## config.mk

```make
export PLATFORM = sky130hd
export DESIGN_NAME = rbz_texture_top
export DESIGN_NICKNAME = d
export VERILOG_FILES = /design/src/design/rbz_texture_pkg.sv /design/src/design/rbz_timing_pkg.sv /design/src/design/rbz_texture_top.sv /design/src/design/tex_qspi_reader.sv /design/src/design/texel_lane.sv /design/src/design/vga_sync.sv /design/src/design/wall_column_render.sv
export SDC_FILE = /design/constraint.sdc
export NUM_CORES = 1
export LEC_CHECK = 0
export ABC_AREA = 1
export BUFFER_PORTS_ARGS = -buffer_cell sky130_fd_sc_hd__buf_2
export CAP_MARGIN = 0
export CORE_UTILIZATION = 35
export DETAILED_ROUTE_END_ITERATION = 8
export GPL_TIMING_DRIVEN = 0
export PLACE_DENSITY = 0.54
export REMOVE_ABC_BUFFERS = 1
export SETUP_SLACK_MARGIN = 0.02
export SLEW_MARGIN = 20
export SYNTH_ARGS = -nofsm -noshare
export SYNTH_HDL_FRONTEND = slang
export SYNTH_SLANG_ARGS = --single-unit
```

## constraint.sdc

```tcl
create_clock -name clk -period 20.8 [get_ports clk]
set_input_delay 1.04 -clock clk [delete_from_list [all_inputs] [get_ports clk]]
set_output_delay 1.04 -clock clk [all_outputs]
set_load 0.03 [all_outputs]
```

## src/design/rbz_texture_pkg.sv

```systemverilog
package rbz_texture_pkg;

  // One wall slice is 64 texels, one byte each in flash
  localparam int TEXEL_COUNT = 64;

  // QSPI stream phases, all counted in clocks from csb falling
  localparam logic [9:0] TSPI_CMD_LEN      = 10'd8;  // Command bits on io0
  localparam logic [9:0] TSPI_ADDR_LEN     = 10'd24; // Address bits on io0
  localparam logic [9:0] TSPI_DUMMY_LEN    = 10'd8;  // Dummy clocks before data
  localparam logic [9:0] TSPI_PREAMBLE_LEN =
    TSPI_CMD_LEN + TSPI_ADDR_LEN + TSPI_DUMMY_LEN; // 40
  localparam logic [9:0] TSPI_READ_LEN     = 10'(TEXEL_COUNT * 2); // Two nibbles per texel
  localparam logic [9:0] TSPI_STREAM_LEN   = TSPI_PREAMBLE_LEN + TSPI_READ_LEN; // 168
  localparam logic [9:0] TSPI_START        = 10'd600; // hpos where csb falls

  localparam logic [7:0] TSPI_READ_CMD = 8'h6B; // Quad output fast read

  // Slice address layout, 24 bits
  //   [23:15] zero
  //   [14:13] wall id
  //   [12]    side
  //   [11:6]  texu
  //   [5:0]   texel within the slice
  // Each flash byte packs two nibbles, low plane bits first, nibble bits
  // 0 red, 1 green, 2 blue, bit 3 unused

  typedef logic [5:0]  texel_idx_t; // Texel within a slice
  typedef logic [1:0]  chan_t;      // One colour channel, two planes
  typedef logic [5:0]  rgb_t;       // {blue, green, red}
  typedef logic [1:0]  wall_id_t;
  typedef logic [23:0] tex_addr_t;

  // Texture step, fixed point with TEXV_FRAC fraction bits
  localparam int TEXV_STEP_W = 12;
  localparam int TEXV_FRAC   = 9;  // 512 per texel at unit step
  localparam int TEXV_ACC_W  = 16; // Accumulator wraps here

endpackage

```

## src/design/rbz_timing_pkg.sv

```systemverilog
package rbz_timing_pkg;

  // 10-bit screen coordinate, wide enough for both counters
  typedef logic [9:0] pos_t;

  // Horizontal timing, 640x480 at 25 MHz pixel clock
  localparam pos_t H_VIEW       = 10'd640; // Visible pixels per line
  localparam pos_t H_SYNC_START = 10'd656; // After 16 clocks of front porch
  localparam pos_t H_SYNC_END   = 10'd752; // 96 clocks of hsync
  localparam pos_t H_TOTAL      = 10'd800; // Clocks per line

  // Vertical timing in lines
  localparam pos_t V_VIEW       = 10'd480; // Visible lines
  localparam pos_t V_SYNC_START = 10'd490;
  localparam pos_t V_SYNC_END   = 10'd492; // Two lines of vsync
  localparam pos_t V_TOTAL      = 10'd525; // Lines per frame

  // Column centre, the wall is placed around it
  localparam pos_t HALF_VIEW    = 10'd320;

endpackage

```

## src/design/rbz_texture_top.sv

```systemverilog
module rbz_texture_top (
  input  logic                                    clk,
  input  logic                                    reset,
  input  logic [3:0]                              i_tex_in,    // QSPI io3..io0
  input  rbz_texture_pkg::wall_id_t               i_wall_id,   // Slice for the next line
  input  logic                                    i_side,
  input  rbz_texture_pkg::texel_idx_t             i_texu,
  input  logic [10:0]                             i_wall_size, // Geometry for this line
  input  logic [rbz_texture_pkg::TEXV_STEP_W-1:0] i_texa,
  input  rbz_texture_pkg::rgb_t                   i_sky,
  input  rbz_texture_pkg::rgb_t                   i_floor,
  output logic                                    o_tex_csb,
  output logic                                    o_tex_sclk,
  output logic                                    o_tex_out0,
  output logic                                    o_tex_oeb0,
  output logic                                    o_hsync_n,
  output logic                                    o_vsync_n,
  output logic                                    o_hblank,
  output logic                                    o_vblank,
  output logic                                    o_hmax,
  output rbz_texture_pkg::rgb_t                   o_rgb,
  output rbz_timing_pkg::pos_t                    o_hpos,
  output rbz_timing_pkg::pos_t                    o_vpos
);

  logic                        hsync;
  logic                        vsync;
  logic                        visible;
  logic                        load_even;
  logic                        load_odd;
  logic [3:0]                  nibble;     // Bit 3 carries no colour
  rbz_texture_pkg::texel_idx_t texel;
  rbz_texture_pkg::chan_t      lane_chan [3];

  vga_sync u_vga_sync (
    .clk       (clk),
    .reset     (reset),
    .o_hpos    (o_hpos),
    .o_vpos    (o_vpos),
    .o_hsync   (hsync),
    .o_vsync   (vsync),
    .o_hmax    (o_hmax),
    .o_visible (visible),
    .o_hblank  (o_hblank),
    .o_vblank  (o_vblank)
  );

  assign o_hsync_n = ~hsync; // VGA syncs are active low on the pins
  assign o_vsync_n = ~vsync;

  // Fetches the next line's slice during hblank
  tex_qspi_reader u_tex_qspi_reader (
    .clk         (clk),
    .i_hpos      (o_hpos),
    .i_wall_id   (i_wall_id),
    .i_side      (i_side),
    .i_texu      (i_texu),
    .i_tex_in    (i_tex_in),
    .o_tex_csb   (o_tex_csb),
    .o_tex_sclk  (o_tex_sclk),
    .o_tex_out0  (o_tex_out0),
    .o_tex_oeb0  (o_tex_oeb0),
    .o_load_even (load_even),
    .o_load_odd  (load_odd),
    .o_nibble    (nibble)
  );

  // Lane k holds colour channel k, 0 red 1 green 2 blue
  for (genvar k = 0; k < 3; k++) begin : g_lane
    texel_lane u_texel_lane (
      .clk         (clk),
      .i_load_even (load_even),
      .i_load_odd  (load_odd),
      .i_bit       (nibble[k]),
      .i_texel     (texel),
      .o_chan      (lane_chan[k])
    );
  end

  wall_column_render u_wall_column_render (
    .clk         (clk),
    .reset       (reset),
    .i_hpos      (o_hpos),
    .i_hmax      (o_hmax),
    .i_visible   (visible),
    .i_wall_size (i_wall_size),
    .i_texa      (i_texa),
    .i_chan      (lane_chan),
    .i_sky       (i_sky),
    .i_floor     (i_floor),
    .o_texel     (texel),
    .o_rgb       (o_rgb)
  );

endmodule

```

## src/design/tex_qspi_reader.sv

```systemverilog
module tex_qspi_reader (
  input  logic                          clk,
  input  rbz_timing_pkg::pos_t          i_hpos,
  input  rbz_texture_pkg::wall_id_t     i_wall_id,
  input  logic                          i_side,
  input  rbz_texture_pkg::texel_idx_t   i_texu,
  input  logic [3:0]                    i_tex_in,
  output logic                          o_tex_csb,   // Active low
  output logic                          o_tex_sclk,
  output logic                          o_tex_out0,
  output logic                          o_tex_oeb0,  // 0 drives io0, 1 releases it
  output logic                          o_load_even, // Low plane nibble this clock
  output logic                          o_load_odd,  // High plane nibble this clock
  output logic [3:0]                    o_nibble
);

  rbz_timing_pkg::pos_t       tspi_pos;   // Stream position, wraps mod 1024
  rbz_texture_pkg::tex_addr_t slice_addr;
  logic                       in_stream;
  logic                       data_phase; // Flash is presenting nibbles
  logic [2:0]                 cmd_bit;
  logic [4:0]                 addr_bit;

  // Stream phase follows hpos, so no FSM is needed
  assign tspi_pos = i_hpos - rbz_texture_pkg::TSPI_START;

  assign in_stream  = (tspi_pos < rbz_texture_pkg::TSPI_STREAM_LEN);
  assign data_phase = (tspi_pos >= rbz_texture_pkg::TSPI_PREAMBLE_LEN) && in_stream;

  // Slice base address, no per-wall offset
  assign slice_addr = {9'd0, i_wall_id, i_side, i_texu, 6'd0};

  // Serial bit select, MSB first for both fields
  assign cmd_bit  = 3'd7 - tspi_pos[2:0];
  assign addr_bit = 5'd31 - tspi_pos[4:0]; // Valid for positions 8..31

  assign o_tex_csb = !in_stream;

  // Release io0 from the dummy phase on, flash drives all four lines then
  assign o_tex_oeb0 = (tspi_pos >= rbz_texture_pkg::TSPI_CMD_LEN +
                                   rbz_texture_pkg::TSPI_ADDR_LEN);

  always_comb begin
    if (tspi_pos < rbz_texture_pkg::TSPI_CMD_LEN) begin
      o_tex_out0 = rbz_texture_pkg::TSPI_READ_CMD[cmd_bit];
    end else if (tspi_pos < rbz_texture_pkg::TSPI_CMD_LEN +
                            rbz_texture_pkg::TSPI_ADDR_LEN) begin
      o_tex_out0 = slice_addr[addr_bit];
    end else begin
      o_tex_out0 = 1'b0; // Dummy and data phases
    end
  end

  // Inverted clock, io0 set on rising clk is stable at the next sclk rise
  assign o_tex_sclk = ~clk;

  // Even positions carry the low plane, odd ones the high plane
  assign o_load_even = data_phase && !tspi_pos[0];
  assign o_load_odd  = data_phase &&  tspi_pos[0];

  // Lanes sample this on the rising clk edge that ends the position
  assign o_nibble = i_tex_in;

endmodule

```

## src/design/texel_lane.sv

```systemverilog
module texel_lane (
  input  logic                        clk,
  input  logic                        i_load_even, // Shift low plane buffer
  input  logic                        i_load_odd,  // Shift high plane buffer
  input  logic                        i_bit,       // This lane's nibble bit
  input  rbz_texture_pkg::texel_idx_t i_texel,
  output rbz_texture_pkg::chan_t      o_chan
);

  // One bit per texel and plane, refilled every line
  logic [rbz_texture_pkg::TEXEL_COUNT-1:0] plane_lo;
  logic [rbz_texture_pkg::TEXEL_COUNT-1:0] plane_hi;

  // Shift in at the MSB, after 64 loads texel 0 sits at bit 0
  always_ff @(posedge clk) begin
    if (i_load_even) begin
      plane_lo <= {i_bit, plane_lo[rbz_texture_pkg::TEXEL_COUNT-1:1]};
    end
    if (i_load_odd) begin
      plane_hi <= {i_bit, plane_hi[rbz_texture_pkg::TEXEL_COUNT-1:1]};
    end
  end

  // Texel readout is a plain mux, no latency
  assign o_chan = {plane_hi[i_texel], plane_lo[i_texel]};

endmodule

```

## src/design/vga_sync.sv

```systemverilog
module vga_sync (
  input  logic                 clk,
  input  logic                 reset,
  output rbz_timing_pkg::pos_t o_hpos,
  output rbz_timing_pkg::pos_t o_vpos,
  output logic                 o_hsync,   // Active high
  output logic                 o_vsync,   // Active high
  output logic                 o_hmax,    // Last clock of the line
  output logic                 o_visible,
  output logic                 o_hblank,
  output logic                 o_vblank
);

  logic vmax; // Last line of the frame

  assign o_hmax = (o_hpos == rbz_timing_pkg::H_TOTAL - 10'd1);
  assign vmax   = (o_vpos == rbz_timing_pkg::V_TOTAL - 10'd1);

  // Line and frame counters, both advance without stalls
  always_ff @(posedge clk) begin
    if (reset) begin
      o_hpos <= '0;
      o_vpos <= '0;
    end else begin
      o_hpos <= o_hmax ? '0 : o_hpos + 10'd1;
      if (o_hmax) begin
        o_vpos <= vmax ? '0 : o_vpos + 10'd1; // Step line at end of each line
      end
    end
  end

  // Windows decoded from the registered counters
  assign o_hsync  = (o_hpos >= rbz_timing_pkg::H_SYNC_START) &&
                    (o_hpos <  rbz_timing_pkg::H_SYNC_END);
  assign o_vsync  = (o_vpos >= rbz_timing_pkg::V_SYNC_START) &&
                    (o_vpos <  rbz_timing_pkg::V_SYNC_END);
  assign o_hblank = (o_hpos >= rbz_timing_pkg::H_VIEW);
  assign o_vblank = (o_vpos >= rbz_timing_pkg::V_VIEW);

  // Pixel is drawn only when neither blank is active
  assign o_visible = !o_hblank && !o_vblank;

endmodule

```

## src/design/wall_column_render.sv

```systemverilog
module wall_column_render (
  input  logic                                     clk,
  input  logic                                     reset,
  input  rbz_timing_pkg::pos_t                     i_hpos,
  input  logic                                     i_hmax,
  input  logic                                     i_visible,
  input  logic [10:0]                              i_wall_size, // Wall length in pixels
  input  logic [rbz_texture_pkg::TEXV_STEP_W-1:0]  i_texa,      // Texture step per pixel
  input  rbz_texture_pkg::chan_t                   i_chan [3],  // Red, green, blue
  input  rbz_texture_pkg::rgb_t                    i_sky,
  input  rbz_texture_pkg::rgb_t                    i_floor,
  output rbz_texture_pkg::texel_idx_t              o_texel,
  output rbz_texture_pkg::rgb_t                    o_rgb
);

  logic [rbz_texture_pkg::TEXV_ACC_W-1:0] tex_acc;    // Texture coordinate, fixed point
  logic [9:0]                             half_size;
  logic [10:0]                            hpos_ext;
  logic                                   wall_en;
  rbz_texture_pkg::rgb_t                  wall_rgb;
  rbz_texture_pkg::rgb_t                  bg_rgb;

  // Accumulator holds h * texa at pixel h
  always_ff @(posedge clk) begin
    if (reset) begin
      tex_acc <= '0;
    end else if (i_hmax) begin
      tex_acc <= '0; // Restart at the line start
    end else begin
      tex_acc <= tex_acc + rbz_texture_pkg::TEXV_ACC_W'(i_texa);
    end
  end

  // Integer part of the accumulator picks the texel, wraps every 64
  assign o_texel = tex_acc[rbz_texture_pkg::TEXV_FRAC +: 6];

  // Window centred on the screen middle
  assign half_size = i_wall_size[10:1];
  assign hpos_ext  = {1'b0, i_hpos};

  // h >= 320 - half rewritten as h + half >= 320, keeps it unsigned
  assign wall_en =
    (hpos_ext + {1'b0, half_size} >= {1'b0, rbz_timing_pkg::HALF_VIEW}) &&
    (hpos_ext < {1'b0, rbz_timing_pkg::HALF_VIEW} + {1'b0, half_size});

  // Lanes answer for o_texel, blue on top
  assign wall_rgb = {i_chan[2], i_chan[1], i_chan[0]};

  // Floor on the left half, sky on the right
  assign bg_rgb = (i_hpos < rbz_timing_pkg::HALF_VIEW) ? i_floor : i_sky;

  always_comb begin
    if (!i_visible) begin
      o_rgb = '0;       // Black during blanking
    end else if (wall_en) begin
      o_rgb = wall_rgb;
    end else begin
      o_rgb = bg_rgb;
    end
  end

endmodule

```

==> flow_summary.ini <==
[pwr]
ir_drop_mv = 0.0840
p_leak_nw = 8.13
powerDensity_nw_per_um2 = 106
total_power_mw = 2.30

[setup_path]
crit_chain = clkbuf_16 > clkbuf_16 > clkbuf_16 > inv_1 > buf_2
cpPeakStageDelay_ns = 0.21
required_ns = 19.76
cp-end-kind = output port
start_kind = clock port
crit_buf_inv = 5
crit_family = buffers and inverters
worstPathMaxFanout = 11
cpMostUsedCell = clkbuf_16
arrival_ns = 11.18
crit_slowest_cell = clkbuf_16
critPathKind = clock port to output port

[yosys]
synthArstFlopShare = 0
synth_ff_type = edfxtp_1
syn_area_um2 = 18700
synth_xor_area_frac = 0.00328
ys_top_cells_by_count = nand2_1, edfxtp_1, nand3_1
syn_inst = 1791
synth.distinct_cells = 44
ys_ff_latch = 419
synth_top_cell_by_area = edfxtp_1
synthMuxAreaShare = 0.00355
synth_area_leaders = edfxtp_1, nand2_1, nand3_1
ys_seq_area_frac = 0.654
ys_warn_count = 0
synth_compound_area_frac = 0.0345
synth.avg_cell_area_um2 = 10.4
synthAdderAreaFrac = 0.0276
synth_top_area_share = 0.617
synth_top_family_by_area = simple AND/OR/NAND/NOR gates
synth-edff-count = 384
synthSimpleGateAreaFrac = 0.234
yosysMostFrequentCell = nand2_1

[routing]
avgRoutedWirePerCell_um = 16.2
via_per_inst = 4.98
drtAntennaViolNets = 0
drc_errors = 0
wirelength_mm = 41.8
first_pass_iters = 5
drtIter0Drc = 872
vias = 12900

[floorplanning]
core_um2 = 52700
rows = 84
die_x_um = 233
dieArea_um2 = 54300
start_util = 0.355
pin_count = 85
die_h_um = 233

[clock_network]
cts_buffers = 46
cts_resized = 0
cts_tree = yes
clockRootBuffer = clkbuf_16
cts_setup_buffers = 0
clk_pin_slew_worst_paths_ns = 0.06
clockBufferDepth = 3
hold_buffers = 0
clkLatencyLatePin_ns = 0.58
htreeDepth = 2

[place]
gp_congestion = 0.844
io_buffers = 82
dp_hpwl_mm = 24.6

[finish]
syn_to_final_growth_pct = 16.0
layout-drive-gt1-share = 0.107
n_antenna_cell = 0
nets = 1948
fin_util = 0.412

[global_routing]
antenna_found_initial = 0
grt_pass1_wl_mm = 67.6
grt_pass1_vias = 12400
grt_max_degree = 94
grt_overflow = 0
grt_use_total = 0.157

[sta]
holdWs_ns = 0.428
tns_ns = 0
finalSetupViolCount = 0
worst_pin_slew_ns = 0.998
skew_ns = 0.0260
slew_headroom = 0.332
finalHoldViolCount = 0
grt_setup_unrepaired = no
drv_slew = 0

[status]
status = completed

[min_path]
hp-class = flop to flop

[run]
drv_cap = 0
-- sequential cells by signal (all words and copies together) (netlist names) --
register	cells
g_lane.u_texel_lane.plane_lo	192
u_vga_sync.o_hpos	10
u_vga_sync.o_vpos	10
u_wall_column_render.tex_acc	15
g_lane.u_texel_lane.plane_hi	192
-- power by group --
group	switching [mW]	total, mW	internal [mW]	leakage, nW
registers	0.0239	0.938	0.914	3.45
logic	0.366	0.537	0.171	3.92
clock network	0.340	0.826	0.487	0.755
-- layout make-up --
| type | instances | area (µm²) |
|---|---|---|
| clock buffer | 59 | 1280 |
| clock inverter | 28 | 249 |
| fill | 4926 | 31000 |
| inverter | 85 | 334 |
| multi-input combinational | 1197 | 5670 |
| sequential | 419 | 12200 |
| tap | 688 | 861 |
| timing repair buffer | 107 | 1040 |
-- worst paths after layout --
path / startpoint / end / slack, ns / cells past startpoint
setup / recovery: clk / o_tex_sclk / 8.58 / 5
hold / removal: g_lane[0].u_texel_lane.plane_hi[52]$_DFFE_PP_ / g_lane[0].u_texel_lane.plane_hi[51]$_DFFE_PP_ / 0.43 / 0
setup reg to reg: u_vga_sync.o_hpos[3]$_SDFF_PP0_ / g_lane[2].u_texel_lane.plane_lo[18]$_DFFE_PP_ / 16.97 / 13
hold reg to reg: g_lane[0].u_texel_lane.plane_hi[52]$_DFFE_PP_ / g_lane[0].u_texel_lane.plane_hi[51]$_DFFE_PP_ / 0.43 / 0
-- metal layers --
layer  vias up  wire (µm)  track usage
li1       6331          -            -
met1      6170      19500        0.223
met2       318      19300        0.244
met3        56       2170       0.0250
met4         0        830       0.0472
met5         -          0            0
-- placed cells by master (no fill, tap or decap), types with 5 or more instances in the layout --
cell	Yosys	final
a21oi_1	54	54
buf_12	0	9
buf_16	0	16
buf_2	43	82
clkbuf_1	24	7
clkbuf_16	0	49
clkinv_1	1	13
clkinv_2	0	5
dfxtp_1	35	31
edfxtp_1	384	384
ha_1	38	38
inv_1	81	82
mux2_2	5	5
nand2_1	564	564
nand3_1	304	304
nand4_1	11	11
nor2_1	111	108
nor3_1	13	13
o21ai_0	45	45
xor2_1	7	7
-- stage by stage --
| step | std cells | setup WS [ns] | instance area, µm² |
|---|---|---|---|
| 2_1_floorplan | 1702 | 9.18 | 18200 |
| 3_3_place_gp | 2472 | 5.46 | 19500 |
| 3_5_place_dp | 2498 | 9.16 | 20200 |
| 4_1_cts | 2583 | 8.54 | 21700 |
| 5_1_grt | 2583 | 8.54 | 21700 |
| 6_report | 2583 | 8.58 | 21700 |
-- cell families after synthesis --
group | after synthesis
AOI/OAI and AO/OA | 120
adders and majority gates | 40
DFF | 419
muxes | 6
xor gates and xnor gates | 7
buffers and inverters | 175
and+or+nand+nor | 1024
No activity file was read; power rests on OpenSTA's default activity.
